`src/rtl/dcache_pkg.sv`:
```
/*
  Data cache shared definitions
  Address and line geometry, access sizes, the CPU and memory port
  structs, and the line view shared by the way arrays and the controller
*/
package dcache_pkg;

  // ==============================
  // Geometry
  // ==============================
  localparam int XLEN           = 32;
  localparam int LINE_BITS      = 128;
  localparam int WORDS_PER_LINE = 4;
  localparam int OFFSET_BITS    = 4;

  typedef enum logic [1:0] {
    SIZE_BYTE = 2'd0,
    SIZE_HALF = 2'd1,
    SIZE_WORD = 2'd2
  } rw_size_e;

  // ==============================
  // Port structs
  // ==============================
  typedef struct packed {
    logic            valid;
    logic            we;
    rw_size_e        size;
    logic [XLEN-1:0] addr;
    logic [XLEN-1:0] wdata;
  } cpu_req_t;

  typedef struct packed {
    logic            valid;
    logic            hit;
    logic [XLEN-1:0] rdata;
  } cpu_res_t;

  // Line request, address is always line aligned
  typedef struct packed {
    logic                 valid;
    logic                 we;
    logic [XLEN-1:0]      addr;
    logic [LINE_BITS-1:0] wdata;
  } mem_req_t;

  typedef struct packed {
    logic                 valid;
    logic [LINE_BITS-1:0] rdata;
  } mem_res_t;

  // One cache line seen as words or as bytes
  typedef union packed {
    logic [WORDS_PER_LINE-1:0][XLEN-1:0] words;
    logic [LINE_BITS/8-1:0][7:0]         bytes;
  } line_u;

endpackage

```
`src/rtl/dcache_ctrl.sv`:
```
/*
  Data cache controller
  Accepts one CPU access at a time, looks it up, writes back a dirty
  victim, refills the line and replays the lookup until it hits
*/
`timescale 1ns/10ps

module dcache_ctrl #(
  parameter int NUM_WAY = 4,
  parameter int NUM_SET = 8,
  localparam int IDX_W  = $clog2(NUM_SET),
  localparam int TAG_W  = dcache_pkg::XLEN - dcache_pkg::OFFSET_BITS - IDX_W
) (
  input  logic                 clk_i,
  input  logic                 rst_ni,
  input  dcache_pkg::cpu_req_t cpu_req_i,
  output logic                 cpu_ready_o,
  output dcache_pkg::cpu_res_t cpu_res_o,
  output dcache_pkg::mem_req_t mem_req_o,
  input  dcache_pkg::mem_res_t mem_res_i,
  output logic                 sweep_en_o,
  input  logic [IDX_W-1:0]     sweep_idx_i,
  input  logic                 sweep_done_i,
  output logic [IDX_W-1:0]     arr_idx_o,
  output logic                 clear_o,
  output logic                 tag_we_o,
  output logic                 data_we_o,
  output logic [NUM_WAY-1:0]   way_sel_o,
  output logic                 dirty_o,
  output dcache_pkg::line_u    fill_line_o,
  output dcache_pkg::cpu_req_t store_o,
  input  logic                 hit_i,
  input  logic [NUM_WAY-1:0]   hit_way_i,
  input  dcache_pkg::line_u    hit_line_i,
  input  logic [TAG_W-1:0]     victim_tag_i,
  input  logic                 victim_dirty_i,
  input  dcache_pkg::line_u    victim_line_i,
  input  logic [NUM_WAY-1:0]   victim_way_i,
  output logic                 plru_touch_o,
  output logic [NUM_WAY-1:0]   plru_way_o
);

  localparam int OFS = dcache_pkg::OFFSET_BITS;

  typedef enum logic [2:0] {
    ST_SWEEP,
    ST_IDLE,
    ST_LOOKUP,
    ST_WRITEBACK,
    ST_REFILL
  } state_e;

  state_e               state_q, state_d;
  dcache_pkg::cpu_req_t req_q;
  dcache_pkg::cpu_res_t res_q;
  dcache_pkg::mem_req_t mem_req_q;
  dcache_pkg::mem_req_t wb_req;
  dcache_pkg::mem_req_t fill_req;
  logic [NUM_WAY-1:0]   victim_q;
  logic [IDX_W-1:0]     req_idx;
  logic                 miss_q;
  logic                 accept;

  assign cpu_ready_o = (state_q == ST_IDLE);
  assign accept      = cpu_req_i.valid && cpu_ready_o;
  assign req_idx     = req_q.addr[OFS +: IDX_W];

  // ==============================
  // Memory requests
  // ==============================
  always_comb begin
    // Victim line goes back to where its tag and this set say
    wb_req.valid   = 1'b1;
    wb_req.we      = 1'b1;
    wb_req.addr    = {victim_tag_i, req_idx, {OFS{1'b0}}};
    wb_req.wdata   = victim_line_i;

    fill_req.valid = 1'b1;
    fill_req.we    = 1'b0;
    fill_req.addr  = {req_q.addr[dcache_pkg::XLEN-1:OFS], {OFS{1'b0}}};
    fill_req.wdata = '0;
  end

  // ==============================
  // Next state and array control
  // ==============================
  always_comb begin
    state_d      = state_q;
    sweep_en_o   = 1'b0;
    arr_idx_o    = req_idx;
    tag_we_o     = 1'b0;
    data_we_o    = 1'b0;
    way_sel_o    = hit_way_i;
    dirty_o      = 1'b0;
    plru_touch_o = 1'b0;
    case (state_q)
      ST_SWEEP: begin
        sweep_en_o = !sweep_done_i;
        arr_idx_o  = sweep_idx_i;
        if (sweep_done_i) begin
          state_d = ST_IDLE;
        end
      end
      ST_IDLE: begin
        // Present the incoming index so the arrays are read on acceptance
        arr_idx_o = cpu_req_i.addr[OFS +: IDX_W];
        if (accept) begin
          state_d = ST_LOOKUP;
        end
      end
      ST_LOOKUP: begin
        if (hit_i) begin
          data_we_o    = req_q.we;
          dirty_o      = 1'b1;
          plru_touch_o = 1'b1;
          state_d      = ST_IDLE;
        end else if (victim_dirty_i) begin
          state_d = ST_WRITEBACK;
        end else begin
          state_d = ST_REFILL;
        end
      end
      ST_WRITEBACK: begin
        if (mem_res_i.valid) begin
          state_d = ST_REFILL;
        end
      end
      ST_REFILL: begin
        if (mem_res_i.valid) begin
          tag_we_o  = 1'b1;
          data_we_o = 1'b1;
          way_sel_o = victim_q;
          state_d   = ST_LOOKUP;
        end
      end
      default: state_d = ST_SWEEP;
    endcase
  end

  assign clear_o     = sweep_en_o;
  assign plru_way_o  = hit_way_i;
  assign fill_line_o = mem_res_i.rdata;

  always_ff @(posedge clk_i) begin
    if (!rst_ni) begin
      state_q   <= ST_SWEEP;
      miss_q    <= 1'b0;
      res_q     <= '0;
      mem_req_q <= '0;
    end else begin
      state_q     <= state_d;
      res_q.valid <= 1'b0;
      case (state_q)
        ST_IDLE: begin
          if (accept) begin
            miss_q <= 1'b0;
          end
        end
        ST_LOOKUP: begin
          if (hit_i) begin
            res_q.valid <= 1'b1;
            res_q.hit   <= !miss_q;
            res_q.rdata <= hit_line_i.words[req_q.addr[OFS-1:2]];
          end else begin
            miss_q    <= 1'b1;
            mem_req_q <= victim_dirty_i ? wb_req : fill_req;
          end
        end
        ST_WRITEBACK: begin
          if (mem_res_i.valid) begin
            mem_req_q <= fill_req;
          end
        end
        ST_REFILL: begin
          if (mem_res_i.valid) begin
            mem_req_q.valid <= 1'b0;
          end
        end
        default: ;
      endcase
    end
  end

  // Request and chosen victim
  always_ff @(posedge clk_i) begin
    if (accept) begin
      req_q <= cpu_req_i;
    end
    if (state_q == ST_LOOKUP && !hit_i) begin
      victim_q <= victim_way_i;
    end
  end

  assign store_o   = req_q;
  assign cpu_res_o = res_q;
  assign mem_req_o = mem_req_q;

endmodule

```
`config.mk`:
```
export PLATFORM = sky130hd
export DESIGN_NAME = dcache_ctrl
export DESIGN_NICKNAME = d
export VERILOG_FILES = /design/src/rtl/dcache_pkg.sv /design/src/rtl/dcache_ctrl.sv
export SDC_FILE = /design/constraint.sdc
export NUM_CORES = 1
export LEC_CHECK = 0
export BUFFER_PORTS_ARGS = -buffer_cell sky130_fd_sc_hd__buf_4
export CAP_MARGIN = 25
export CORE_AREA = 2 2 351 353
export CTS_CLUSTER_DIAMETER = 200
export CTS_CLUSTER_SIZE = 24
export DETAILED_ROUTE_END_ITERATION = 6
export DIE_AREA = 0 0 353 355
export PLACE_DENSITY = 0.37
export SETUP_SLACK_MARGIN = 0.15
export SYNTH_ARGS = -nofsm -noshare
export SYNTH_HDL_FRONTEND = slang
export SYNTH_SLANG_ARGS = --single-unit
```
`constraint.sdc`:
```
create_clock -name clk_i -period 4.6 [get_ports clk_i]
set_clock_uncertainty 0.1 [all_clocks]
set_input_delay 0.23 -clock clk_i [delete_from_list [all_inputs] [get_ports clk_i]]
set_output_delay 0.23 -clock clk_i [all_outputs]
set_load 0.02 [all_outputs]
```
* Yosys cells after proc, flatten, opt, wreduce, memory -nomap -nowiden
Cells that the tools add are included.
** Storage, ports and cells
- Flip-flop bits (word level) :: 272
- Input bits :: 494
- Logic and storage cells :: 69
- Output and inout bits :: 410
** Operators by class
- Reductions and logical operators :: 15
- $lt $le $gt $ge :: 1
- Equality and inequality tests :: 9
- Mux-type cells :: 29
** Operator list (number)
- $mux W162 :: 2
- $pmux W161 S2 :: 1
- $mux W161 :: 1
- $bmux W32 S2 :: 1
- $mux W34 :: 1
- $mux W32 :: 1
- $mux W3 :: 6
- $pmux W3 S5 :: 1
- $mux W1 :: 9
- $mux W4 :: 2
- $ne A2 B2 Y1 const B :: 4
- $reduce_and A4 Y1 :: 2
- $eq A3 B2 Y1 const B :: 2
- $pmux W3 S2 :: 1
- $reduce_and A3 Y1 :: 2
- $pmux W1 S2 :: 2
- $reduce_and A2 Y1 :: 2
- $reduce_bool A2 Y1 :: 2
- $eq A3 B1 Y1 const B :: 1
- $eq A3 B3 Y1 const B :: 1
- $logic_not A1 Y1 :: 3
- $logic_not A3 Y1 :: 1
- $lt A2 B3 Y1 const B :: 1
- $pmux W1 S3 :: 1
- other kinds (3) :: 4

* Logic depth before layout (Yosys ltp)
Gate-level depths: netlist (run 1).
- Word-level depth :: 4
- Mapped depth :: 7
- Mapped depth without buffers :: 3

* Worst setup path before layout (run 1)
Ideal clock, no wire load.
- Kind :: flip-flop to flip-flop
- Start :: register state_q[1]
- End :: register req_q, in the netlist store_o[0], enable pin
- Cell stages (with the launch flop) :: 4
- Setup slack :: 1.567 ns
- Clock period less this slack :: 3.033 ns
- Arrival :: 2.499 ns
- Data required time :: 4.066 ns
- Setup time :: 0.434 ns
- Path buffers :: 1
- Cell sequence :: dfxtp_1 > buf_2 > nor2_1 > and3_1
** Between the ends
- Word-level cells in the longest chain between the ends :: 2
** Ends and longest elaborated chain
- start, declared :: line dcache_ctrl.sv:53 : state_e state_q, state_d;
- start signal, assigned :: line dcache_ctrl.sv:151 : state_q <= state_d;
- $eq A3 B1 Y1 :: line dcache_ctrl.sv:64 : assign cpu_ready_o = (state_q == ST_IDLE);
- $logic_and A1 B1 Y1 :: line dcache_ctrl.sv:65 : assign accept = cpu_req_i.valid && cpu_ready_o;
- named net accept :: line dcache_ctrl.sv:62 : logic accept;
- end signal, assigned :: line dcache_ctrl.sv:187 : req_q <= cpu_req_i;
- end, declared :: line dcache_ctrl.sv:54 : dcache_pkg::cpu_req_t req_q;
The timed path passes the listed nets, and every way through them passes these cells.
A chain may end at the register's enable or synchronous reset.

* Final worst setup path (run 1)
- Start :: register state_q[0]
- End :: output port way_sel_o[0]
** Between the ends
- Word-level cells in the longest chain between the ends :: 2
** Ends and longest elaborated chain
- $eq A3 B3 Y1 :: line dcache_ctrl.sv:96 : case (state_q)
- $mux W4 :: line dcache_ctrl.sv:96
- end, declared :: line dcache_ctrl.sv:28 : output logic [NUM_WAY-1:0] way_sel_o,
No other way between the ends.

==> results.txt, run 1 <==
----------------------------------------------------
[Timing]
  Final worst path period share ... between 60 and 70%
  Number of pins exceeding their max-slew limit in the final report ... 0
  Setup TNS ... 0 ns
  Relative slew margins ... 33.7%
  Final worst hold slack ... 0.00209 ns
  Final setup viols ... 0
  Min Tclk post-route ... slightly below 3 ns
  Worst Tran Pin Value ... roughly 1.0 ns
  Final number of hold-violating endpoints ... 0
  Highest clock rate ... 337 MHz
  Unrepaired setup endpoints after global routing ... no

[Global route]
  Total global routing overflow ... 0
  Global-route wire length before repair ... 102000 um
  Overall routing resource usage ... 11.3%
  Via count of the first global-routing pass ... 12964
  Antenna violations before repair ... 15
  Maximum number of pins on one net before global-route repair ... 134

[Setup path]
  End of the worst register-to-register path ... cpu_res_o[25]$_SDFFE_PN0P_
  Highest fanout seen on the critical path ... 20
  Kind of capture point of the worst setup path ... output port
  Critical path data arrival time ... 2.64 ns
  Flop2flop setup slack ... 1.70 ns
  Startpoint types ... register
  Worst r2r path cells ... 4
  WS Path Type ... register to output port
  Required time of the critical path ... approximately 4.3 ns
  Reg-to-reg startpoint ... store_o[34]$_DFFE_PP_
  Source of the critical timing path ... state_q[0]$_SDFFE_PN0P_
  Crit path to ... way_sel_o[0]

[Placement]
  Port buffer count ... 643
  Cell total after placement ... 3173
  HPWL after DPL ... 55700 um
  GP Congestion ... ~0.76

[Pwr]
  Leak ... between 7 and 8 nW
  Switching power ... between 2 and 2.5 mW
  PD cells ... 307 nW/um^2
  Sequential share of power ... a little over two fifths
  Max VDD drop ... 0.192 mV
  Internal power of the cells ... 4.14 mW
  Portion of total power attributed to combinational logic ... approximately a third
  Switching portion of total power ... 35.7%
  Clk network pwr share ... 26.0%

[Routing]
  Post-detailed-route DRC marker count ... 0
  Average vias per placed instance ... 3.55
  Number of optimization iterations in the first detailed-route pass ... 5
  Antenna violation net count after detailed routing ... 0
  Number of DRC violations after detailed-routing iteration 0 ... ~610
  Total number of vias ... 12394
  Wirelength, routed ... 75300 um
  Post-DR wirelength/cell ... 21.6 um

[Synthesis]
  #FFs+latches synth ... ~270
  Post-Syn Instances ... 1155
  Fraction of synthesis flops using an asynchronous set or reset pin ... 0%
  Synthesized cell area ... 12100 um^2
  Count leader, synth ... sky130_fd_sc_hd__dfxtp_1
  Cell taking the most area after synthesis ... sky130_fd_sc_hd__dfxtp_1
  Fraction of post-synthesis cell area in the top cell type by area ... 32.4%
  Mean Syn Cell Area ... 10.5 um^2
  Synth area leaders ... sky130_fd_sc_hd__dfxtp_1, sky130_fd_sc_hd__edfxtp_1, sky130_fd_sc_hd__buf_4
  Synth Warn # ... 0
  Most numerous cell types in the synthesized netlist ... sky130_fd_sc_hd__dfxtp_1, sky130_fd_sc_hd__nand3_1, sky130_fd_sc_hd__buf_4
  Count of unique library cells instantiated by Yosys ... 44
  Number of synthesized flops with an enable pin ... 72
  Sequential share of the synthesized area ... roughly half
  Dominant synthesized flop cell ... sky130_fd_sc_hd__dfxtp_1

[Clock network]
  Clk pin slew, worst setup/hold paths ... 0.12 ns
  Buffer type at the clock tree root ... sky130_fd_sc_hd__clkbuf_16
  Number of buffers created by CTS ... 15
  Post-CTS sizing ... 0
  Sink count of the clock tree ... 268
  Count of H-tree levels built during CTS ... 1
  Latest clock arrival within the worst-skew pair ... 0.58 ns
  Setup Buffers After CTS ... 0
  Number of buffers on the longest clock path ... 3
  CTS tree ... built

[Floorplan]
  Row count ... 128
  Die Y ... around 360 um
  Die boundary width ... 353 um
  Die Area ... between 100000 and 150000 um^2
  Standard cell core area ... 121000 um^2
  I/O pins ... 904
  Effective utilization at floorplan ... approximately 10%

[Cells and area]
  Number of non-filler instances in the completed layout ... 3492
  Number of nets in the layout ... between 2000 and 2500
  Share of final-layout standard cells stronger than drive strength 1 ... 39.2%
  Synth-to-Final Area Change ... 73.1%

[Run status]
  Status ... finished clean

[Job]
  Count of max-cap constraint violations ... 0

[Hold path]
  Path type of the worst min-delay path ... input port to register

----------------------------------------------------
==> placed cells by master (no fill, tap or decap), types with 2 or more instances in the layout <==
cell type / n
sky130_fd_sc_hd__a211oi_1: 2
sky130_fd_sc_hd__a21o_1: 2
sky130_fd_sc_hd__a21oi_1: 136
sky130_fd_sc_hd__a22o_1: 32
sky130_fd_sc_hd__a311oi_1: 26
sky130_fd_sc_hd__a31oi_1: 26
sky130_fd_sc_hd__buf_12: 3
sky130_fd_sc_hd__buf_16: 3
sky130_fd_sc_hd__buf_4: 653
sky130_fd_sc_hd__clkbuf_1: 6
sky130_fd_sc_hd__clkbuf_16: 15
sky130_fd_sc_hd__conb_1: 4
sky130_fd_sc_hd__dfxtp_1: 196
sky130_fd_sc_hd__diode_2: 6
sky130_fd_sc_hd__dlygate4sd3_1: 286
sky130_fd_sc_hd__edfxtp_1: 72
sky130_fd_sc_hd__inv_6: 2
sky130_fd_sc_hd__mux2_2: 4
sky130_fd_sc_hd__mux2i_1: 4
sky130_fd_sc_hd__mux4_2: 32
sky130_fd_sc_hd__nand2_1: 2
sky130_fd_sc_hd__nand2b_1: 3
sky130_fd_sc_hd__nand3_1: 153
sky130_fd_sc_hd__nand4_1: 3
sky130_fd_sc_hd__nor2_1: 9
sky130_fd_sc_hd__nor2b_4: 2
sky130_fd_sc_hd__nor3_1: 2
sky130_fd_sc_hd__nor3_2: 2
sky130_fd_sc_hd__o21ai_0: 26
sky130_fd_sc_hd__o31ai_1: 132
==> registers in the layout (all words and copies together) (netlist names) <==
name / cells
state_q: 3
mem_req_o: 158
victim_q: 4
store_o: 68
miss_q: 1
cpu_res_o: 34
==> what timing repair did <==
item | 4_1_cts | 5_1_grt
endpoints found under the hold margin | 258 | 0
hold buffers | 286 | 0
setup endpoints to repair | 0 | 0
==> power by group through the flow <==
stage / combinational [mW] / sequential [mW] / clock, mW
after global routing: 2.18 / 2.76 / 1.86
after floorplan: 0.893 / 2.93 / 0
final: 2.03 / 2.73 / 1.67
after CTS: 2.06 / 2.74 / 1.81
after global placement: 1.83 / 2.79 / 0
after detailed placement: 1.81 / 2.79 / 0
==> kinds of logic (layout without fill, tap and decap cells) <==
logic type	Yosys count	in the layout	synth area share, %
simple gates	190	190	8.42
mux	40	40	6.66
compound gates	386	386	21.0
flops	268	268	50.3
buf+inv	270	973	13.6
other cells	1	10	0.0310
==> layer usage <==
| layer | vias to the layer above | GRT usage (%) | routed length (um) |
|---|---|---|---|
| li1 | 5631 | - | - |
| met1 | 6064 | 12.6 | 28600 |
| met2 | 498 | 20.1 | 37900 |
| met3 | 185 | 3.61 | 5880 |
| met4 | 16 | 4.23 | 2830 |
| met5 | - | 0 | 108 |
==> worst max-delay path, stage by stage, from the launching register on <==
cell and delay (ns):
sky130_fd_sc_hd__dfxtp_1 0.61, sky130_fd_sc_hd__nor3_2 0.86, sky130_fd_sc_hd__mux2_2 0.41, sky130_fd_sc_hd__buf_4 0.16
==> final cells by class <==
class                           count  area [um^2]
Antenna cell                        6         15.0
Clock buffer                       21          398
Clock inverter                      3         55.1
Fill cell                       13737       100000
Inverter                            3         16.3
Multi-Input combinational cell    620         4420
Sequential cell                   268         6090
Tap cell                         1625         2030
Timing Repair Buffer              946         7920
==> how the worst min path moves through the flow <==
stage,from,endpoint,slack (ns),depth (start not counted)
floorplan,cpu_req_i[0],store_o[0]$_DFFE_PP_,0.23,0
global placement,cpu_req_i[11],store_o[11]$_DFFE_PP_,0.31,1
detailed placement,cpu_req_i[11],store_o[11]$_DFFE_PP_,0.31,1
CTS,hit_line_i[8],cpu_res_o[8]$_SDFFE_PN0P_,0.002,3
global route,victim_line_i[39],mem_req_o[39]$_SDFFE_PN0P_,0.006,3
finish,victim_line_i[39],mem_req_o[39]$_SDFFE_PN0P_,0.002,3
==> per-stage QoR <==
stage               total power, mW  utilization, %  cell area, um^2  worst slack (ns)
global placement               4.61            14.4            17500              1.94
global route                   6.79            17.2            20900              1.37
floorplan                      3.82               -            12100              1.57
detailed placement             4.60            14.4            17500              1.93
finish                         6.43            17.2            20900              1.63
CTS                            6.61            17.2            20800              1.43
Note: power is estimated with default switching activity, not from simulation.
==> inputs of run 2 (changes only) <==
--- a/config.mk
+++ b/config.mk
@@ -7,12 +7,12 @@
 export LEC_CHECK = 0
 export BUFFER_PORTS_ARGS = -buffer_cell sky130_fd_sc_hd__buf_4
 export CAP_MARGIN = 25
-export CORE_AREA = 2 2 351 353
+export CORE_AREA = 2 2 353 355
 export CTS_CLUSTER_DIAMETER = 200
 export CTS_CLUSTER_SIZE = 24
 export DETAILED_ROUTE_END_ITERATION = 6
-export DIE_AREA = 0 0 353 355
-export PLACE_DENSITY = 0.37
+export DIE_AREA = 0 0 355 357
+export PLACE_DENSITY = 0.36
 export SETUP_SLACK_MARGIN = 0.15
 export SYNTH_ARGS = -nofsm -noshare
 export SYNTH_HDL_FRONTEND = slang
==> constraint.sdc (replaced) <==
create_clock -name clk_i -period 2.85 [get_ports clk_i]
set_clock_uncertainty 0.1 [all_clocks]
set_input_delay 0.1425 -clock clk_i [delete_from_list [all_inputs] [get_ports clk_i]]
set_output_delay 0.1425 -clock clk_i [all_outputs]
set_load 0.02 [all_outputs]
==> run 2 against run 1 <==
Net effect:
- cell area is 2.8% higher
- combinational power is 71% higher
- count of clock-buffer cells in the layout is 1 higher
- highest routed layer unchanged
- register-to-register slack worse by 1.4 ns
- critical path depth is 2 higher
- sequential cell count stayed put
- total power is 63% higher
- die area is 1.1% higher
- wire length is 4.0% higher
- non-clock buffer count is 52 higher
- sequential power is 60% higher
- via count is 0.96% higher
==> results.txt, run 2 (synthesis results as in run 1) <==
----------------------------------------------------
[Floorplan]
  Standard cell core area ... about 120000 um^2
  Die Y ... 357 um
  Die Area ... 127000 um^2
  Effective utilization at floorplan ... ~9.8%
  Row count ... 129
  Die boundary width ... about 360 um
  I/O pins ... 904

[Setup path]
  Kind of capture point of the worst setup path ... register
  Highest fanout seen on the critical path ... 70
  Required time of the critical path ... 3.20 ns
  WS Path Type ... register to register
  Critical path's largest stage delay ... 0.64 ns
  Worst r2r path cells ... 5
  Slowest library cell on the worst path ... sky130_fd_sc_hd__dfxtp_1
  Crit-path cells ... nand2b_4, buf_12, nor2_1, a32o_1, dlygate4sd3_1
  Startpoint types ... register
  Critical path data arrival time ... 2.92 ns

[Placement]
  Cell total after placement ... 3201
  HPWL after DPL ... 59700 um
  Port buffer count ... 643
  GP Congestion ... 0.747

[Routing]
  Post-DR wirelength/cell ... 22.0 um
  Post-detailed-route DRC marker count ... 0
  Total number of vias ... between 10000 and 15000
  Antenna violation net count after detailed routing ... 0
  Wirelength, routed ... 78400 um
  Number of DRC violations after detailed-routing iteration 0 ... 535
  Number of optimization iterations in the first detailed-route pass ... 7
  Average vias per placed instance ... approximately 3.5

[Clock network]
  Clk pin slew, worst setup/hold paths ... 0.12 ns
  Buffer type at the clock tree root ... sky130_fd_sc_hd__clkbuf_16
  Number of buffers created by CTS ... 15
  Number of buffers on the longest clock path ... 3
  Count of H-tree levels built during CTS ... 1
  CTS tree ... built
  Latest clock arrival within the worst-skew pair ... 0.56 ns
  Sink count of the clock tree ... 268

[Job]
  Count of max-cap constraint violations ... 0

[Cells and area]
  Layout filler cell count ... 13902
  Number of nets in the layout ... 2400
  Leading cell type in the layout, fill and taps excluded ... sky130_fd_sc_hd__buf_4
  Largest register FFs ... 158
  Leading cell types in the layout, fill and taps excluded ... sky130_fd_sc_hd__buf_4, sky130_fd_sc_hd__dlygate4sd3_1, sky130_fd_sc_hd__dfxtp_1, sky130_fd_sc_hd__nand3_1, sky130_fd_sc_hd__a21oi_1
  Synth-to-Final Area Change ... 78.0%
  Share of final-layout standard cells stronger than drive strength 1 ... 38.9%
  Number of non-filler instances in the completed layout ... roughly 3600

[Timing]
  Number of pins exceeding their max-slew limit in the final report ... 0
  Unrepaired setup endpoints after global routing ... no
  Final number of hold-violating endpoints ... 0
  Setup TNS ... 0 ns
  Worst Tran Pin Value ... 0.902 ns
  Final setup viols ... 0
  Final worst path period share ... 90.0%
  Min Tclk post-route ... 2.56 ns
  Relative slew margins ... between 30% and 40%
  Highest clock rate ... roughly 390 MHz

[Global route]
  Overall routing resource usage ... 11.6%
  Total global routing overflow ... 0
  Maximum number of pins on one net before global-route repair ... 94
  Via count of the first global-routing pass ... 13042
  Global-route wire length before repair ... roughly 100000 um
  Antenna violations before repair ... 14

[Hold path]
  Number of cells on the worst hold path ... 4
  Path type of the worst min-delay path ... input port to register

[Pwr]
  Leak ... 8.19 nW
  PD cells ... 486 nW/um^2
  Max VDD drop ... 0.300 mV

[Run status]
  Status ... finished clean

----------------------------------------------------
-- run 2: cell types whose count changed in the layout (fill, tap and decap cells not counted) --
cell / before / now
sky130_fd_sc_hd__nor3_2: 2 / 1
sky130_fd_sc_hd__buf_4: 653 / 658
sky130_fd_sc_hd__buf_16: 3 / 0
sky130_fd_sc_hd__buf_12: 3 / 15
sky130_fd_sc_hd__nor3_4: 0 / 1
sky130_fd_sc_hd__dlygate4sd3_1: 286 / 324
sky130_fd_sc_hd__dfxtp_2: 0 / 1
sky130_fd_sc_hd__dfxtp_1: 196 / 195
sky130_fd_sc_hd__clkbuf_8: 0 / 1
sky130_fd_sc_hd__diode_2: 6 / 7
sky130_fd_sc_hd__inv_16: 0 / 1
sky130_fd_sc_hd__inv_12: 1 / 0
sky130_fd_sc_hd__bufinv_16: 1 / 0
-- run 2: final timing paths --
path	to	from	slack [ns]
setup / recovery	state_q[2]$_SDFFE_PN0P_	state_q[2]$_SDFFE_PN0P_	0.29
hold / removal	state_q[0]$_SDFFE_PN0P_	sweep_done_i	0.12
setup reg to reg	state_q[2]$_SDFFE_PN0P_	state_q[2]$_SDFFE_PN0P_	0.29
hold reg to reg	mem_req_o[99]$_SDFFE_PN0P_	mem_req_o[99]$_SDFFE_PN0P_	0.37
-- run 2: stage by stage --
stage / hold WS (ns) / area, um^2 / setup slack (ns) / total power [mW] / util (%)
2_1_floorplan: 0.141 / 12100 / 0.566 / 6.17 / -
3_3_place_gp: 0.185 / 17800 / 0.691 / 7.57 / 14.5
3_5_place_dp: 0.185 / 17800 / 0.666 / 7.56 / 14.5
4_1_cts: 0.0476 / 21500 / 0.163 / 10.8 / 17.5
5_1_grt: 0.154 / 21500 / 0.178 / 11.1 / 17.5
6_report: 0.122 / 21500 / 0.286 / 10.5 / 17.5
-- run 2: critical path: cells and delay by family (launching register included) --
family          cells  cell delay [ns]
flops               1             0.64
compound gates      1             0.30
simple gates        2             0.51
buf+inv             2             0.91
-- run 2: layout make-up --
type | count | area (um^2) | share of cell area (%)
antenna | 7 | 17.5 | 0.0814
clock buffer | 22 | 412 | 1.91
clock inverter | 2 | 28.8 | 0.134
inverter | 3 | 16.3 | 0.0756
multi-input combinational | 620 | 4420 | 20.5
sequential | 268 | 6090 | 28.3
tap | 1637 | 2050 | 9.52
timing repair buffer | 998 | 8490 | 39.5
-- run 2: power breakdown --
group          internal, mW  switching [mW]
Sequential             4.21           0.173
Clock                  1.05            1.57
Combinational          1.49            1.98
-- run 2: timing repair --
action,CTS,global route
hold buffers,324,0
gates resized for setup,0,1
endpoints found under the setup margin,0,29
endpoints found under the hold margin,267,0
setup buffers,0,0
-- run 2: routing by layer --
metal	share of wire, %	vias to the layer above	global-route usage, %
li1	-	5732	-
met3	9.6	169	4.64
met2	50	468	20.5
met1	37	6134	12.4
met4	3.6	10	4.15
met5	0.078	-	0
==> inputs of run 3 (changes only) <==
--- a/config.mk
+++ b/config.mk
@@ -12,6 +12,7 @@
 export CTS_CLUSTER_SIZE = 24
 export DETAILED_ROUTE_END_ITERATION = 6
 export DIE_AREA = 0 0 355 357
+export GPL_TIMING_DRIVEN = 0
 export PLACE_DENSITY = 0.36
 export SETUP_SLACK_MARGIN = 0.15
 export SYNTH_ARGS = -nofsm -noshare
==> run 3 against run 2 <==
Net effect:
- total power increased by 4.1%
- cell area rose by 10%
- combinational power increased by 12%
- sequential share of layout area down 2.6 points
- die area is the same
- global-route usage rose by 0.35 points
- sequential power hardly changed
- setup slack better by 0.094 ns
- non-clock buffer count is 366 higher
- clock power about the same
- count of clock-buffer cells in the layout stayed put
- cell count up 10%
- critical path type unchanged
- largest power group unchanged
- highest routed layer unchanged
==> results.txt, run 3 (synthesis results as in run 1) <==
----------------------------------------------------
[Routing]
  Average vias per placed instance ... 3.49
  Post-DR wirelength/cell ... 20.6 um
  Post-detailed-route DRC marker count ... 0
  Number of DRC violations after detailed-routing iteration 0 ... just under 600
  Antenna violation net count after detailed routing ... 0
  Total number of vias ... about 14000
  Wirelength, routed ... 80900 um
  Number of optimization iterations in the first detailed-route pass ... 5

[Clock network]
  Count of H-tree levels built during CTS ... 1
  Latest clock arrival within the worst-skew pair ... 0.57 ns
  Setup Buffers After CTS ... 0
  Clk pin slew, worst setup/hold paths ... 0.11 ns
  CTS tree ... built
  Sink count of the clock tree ... 268
  Number of buffers on the longest clock path ... 3
  Buffer type at the clock tree root ... sky130_fd_sc_hd__clkbuf_16
  Number of buffers created by CTS ... 15

[Hold path]
  WHS Endpoint ... state_q[0]$_SDFFE_PN0P_
  Startpoint of the lowest-slack hold path ... victim_dirty_i
  Number of cells on the worst hold path ... 5
  Path type of the worst min-delay path ... input port to register

[Setup path]
  Startpoint types ... register
  Critical path data arrival time ... 2.81 ns
  Required time of the critical path ... 3.19 ns
  Critical path's largest stage delay ... ~0.57 ns
  Slowest library cell on the worst path ... sky130_fd_sc_hd__dlygate4sd3_1
  Crit-path cells ... buf_2, clkbuf_4, mux4_2, dlygate4sd3_1, a22o_1
  End of the worst register-to-register path ... cpu_res_o[9]$_SDFFE_PN0P_
  Highest fanout seen on the critical path ... 10
  Kind of capture point of the worst setup path ... register
  Reg-to-reg startpoint ... store_o[34]$_DFFE_PP_
  Flop2flop setup slack ... 0.38 ns
  Worst r2r path cells ... 5
  WS Path Type ... register to register

[Pwr]
  PD cells ... approximately 460 nW/um^2
  Leak ... 9.69 nW
  Overall Power ... roughly 11 mW
  Max VDD drop ... 0.344 mV

[Placement]
  Post-Place Setup Slack ... 0.159 ns
  HPWL after DPL ... 67200 um
  Port buffer count ... 771
  GP Congestion ... 0.761
  Placed Area ... 20000 um^2

[Cells and area]
  Largest register FFs ... between 150 and 200
  Synth-to-Final Area Change ... 96.2%
  Leading cell types in the layout, fill and taps excluded ... sky130_fd_sc_hd__buf_4, sky130_fd_sc_hd__dlygate4sd3_1, sky130_fd_sc_hd__dfxtp_1, sky130_fd_sc_hd__nand3_1, sky130_fd_sc_hd__a21oi_1
  Share of final-layout standard cells stronger than drive strength 1 ... 45.8%
  Layout filler cell count ... 13799
  Final std cell area, no fill ... 23700 um^2
  Leading cell type in the layout, fill and taps excluded ... sky130_fd_sc_hd__buf_4
  Number of nets in the layout ... 2766

[Global route]
  Maximum number of pins on one net before global-route repair ... between 50 and 60
  Global-route wire length before repair ... 108000 um
  Via count of the first global-routing pass ... between 10000 and 15000
  Total global routing overflow ... 0
  Antenna violations before repair ... 11
  Overall routing resource usage ... around an eighth

[Timing]
  Final number of hold-violating endpoints ... 0
  Final worst path period share ... 86.7%
  Min Tclk post-route ... 2.47 ns
  Unrepaired setup endpoints after global routing ... no
  Relative slew margins ... between 40% and 50%
  Smallest setup slack after layout ... approximately 0.38 ns
  Highest clock rate ... 405 MHz
  Worst Tran Pin Value ... 0.871 ns
  Final setup viols ... 0
  Final worst hold slack ... 0.110 ns
  Number of pins exceeding their max-slew limit in the final report ... 0

[Floorplan]
  Row count ... 129
  I/O pins ... 904
  Die Y ... 357 um
  Standard cell core area ... about 120000 um^2
  Die Area ... 127000 um^2
  Die boundary width ... between 300 and 400 um
  Effective utilization at floorplan ... approximately a tenth

[Run status]
  Status ... finished clean

[Job]
  Count of max-cap constraint violations ... 0

----------------------------------------------------
## run 3: repair_timing
item	4_1_cts	5_1_grt
hold buffers	321	0
hold endpoints to repair	262	0
setup endpoints to repair	5	15
resized for setup	1	3
## run 3: area by class of cell
| class | instances | area (um^2) | area share [%] |
|---|---|---|---|
| clock buffers | 22 | 433 | 1.82 |
| plain buffers | 267 | 1640 | 6.90 |
| inverters | 3 | 11.3 | 0.0474 |
| multi-input cells | 620 | 4390 | 18.5 |
| clock inverters | 2 | 25.0 | 0.105 |
| diodes | 5 | 12.5 | 0.0527 |
| flip-flops and latches | 268 | 6090 | 25.6 |
| well taps | 1637 | 2050 | 8.63 |
| repair buffers | 1097 | 9090 | 38.3 |
## run 3: metal layers
| layer | wire, um | global-route usage [%] | up-vias |
|---|---|---|---|
| met5 | 48 | 0 | - |
| met4 | 1800 | 2.80 | 8 |
| met3 | 7740 | 4.52 | 68 |
| met2 | 42200 | 22.5 | 613 |
| met1 | 29100 | 12.4 | 6506 |
| li1 | - | - | 6475 |
## run 3: per-stage QoR
step,setup TNS [ns],cells,utilization [%]
floorplan,0,1158,-
global placement,-19.26,3566,16.2
detailed placement,0,3571,16.3
CTS,0,3916,19.3
global route,0,3919,19.3
finish,0,3921,19.3
## run 3: power by group
group	switching [mW]	internal (mW)	total [mW]
Combinational	2.18	1.72	3.89
Sequential	0.169	4.21	4.38
Clock	1.54	1.09	2.63
## run 3: worst max-delay path by stage
stage / startpoint / endpoint / slack (ns)
CTS: store_o[34]$_DFFE_PP_ / cpu_res_o[10]$_SDFFE_PN0P_ / 0.17
finish: store_o[34]$_DFFE_PP_ / cpu_res_o[9]$_SDFFE_PN0P_ / 0.38
global placement: state_q[1]$_SDFFE_PN0P_ / store_o[27]$_DFFE_PP_ / -0.29
global route: store_o[34]$_DFFE_PP_ / cpu_res_o[9]$_SDFFE_PN0P_ / 0.21
detailed placement: state_q[0]$_SDFFE_PN0P_ / mem_req_o[37]$_SDFFE_PN0P_ / 0.16
floorplan: state_q[1]$_SDFFE_PN0P_ / store_o[0]$_DFFE_PP_ / 0.57
## run 3: worst max-delay path: cells and delay by family, from the launching register on
kind                   cells  cell delay [ns]
buffers and inverters      3             1.11
DFF                        1             0.45
muxes                      1             0.53
AOI/OAI and AO/OA          1             0.17
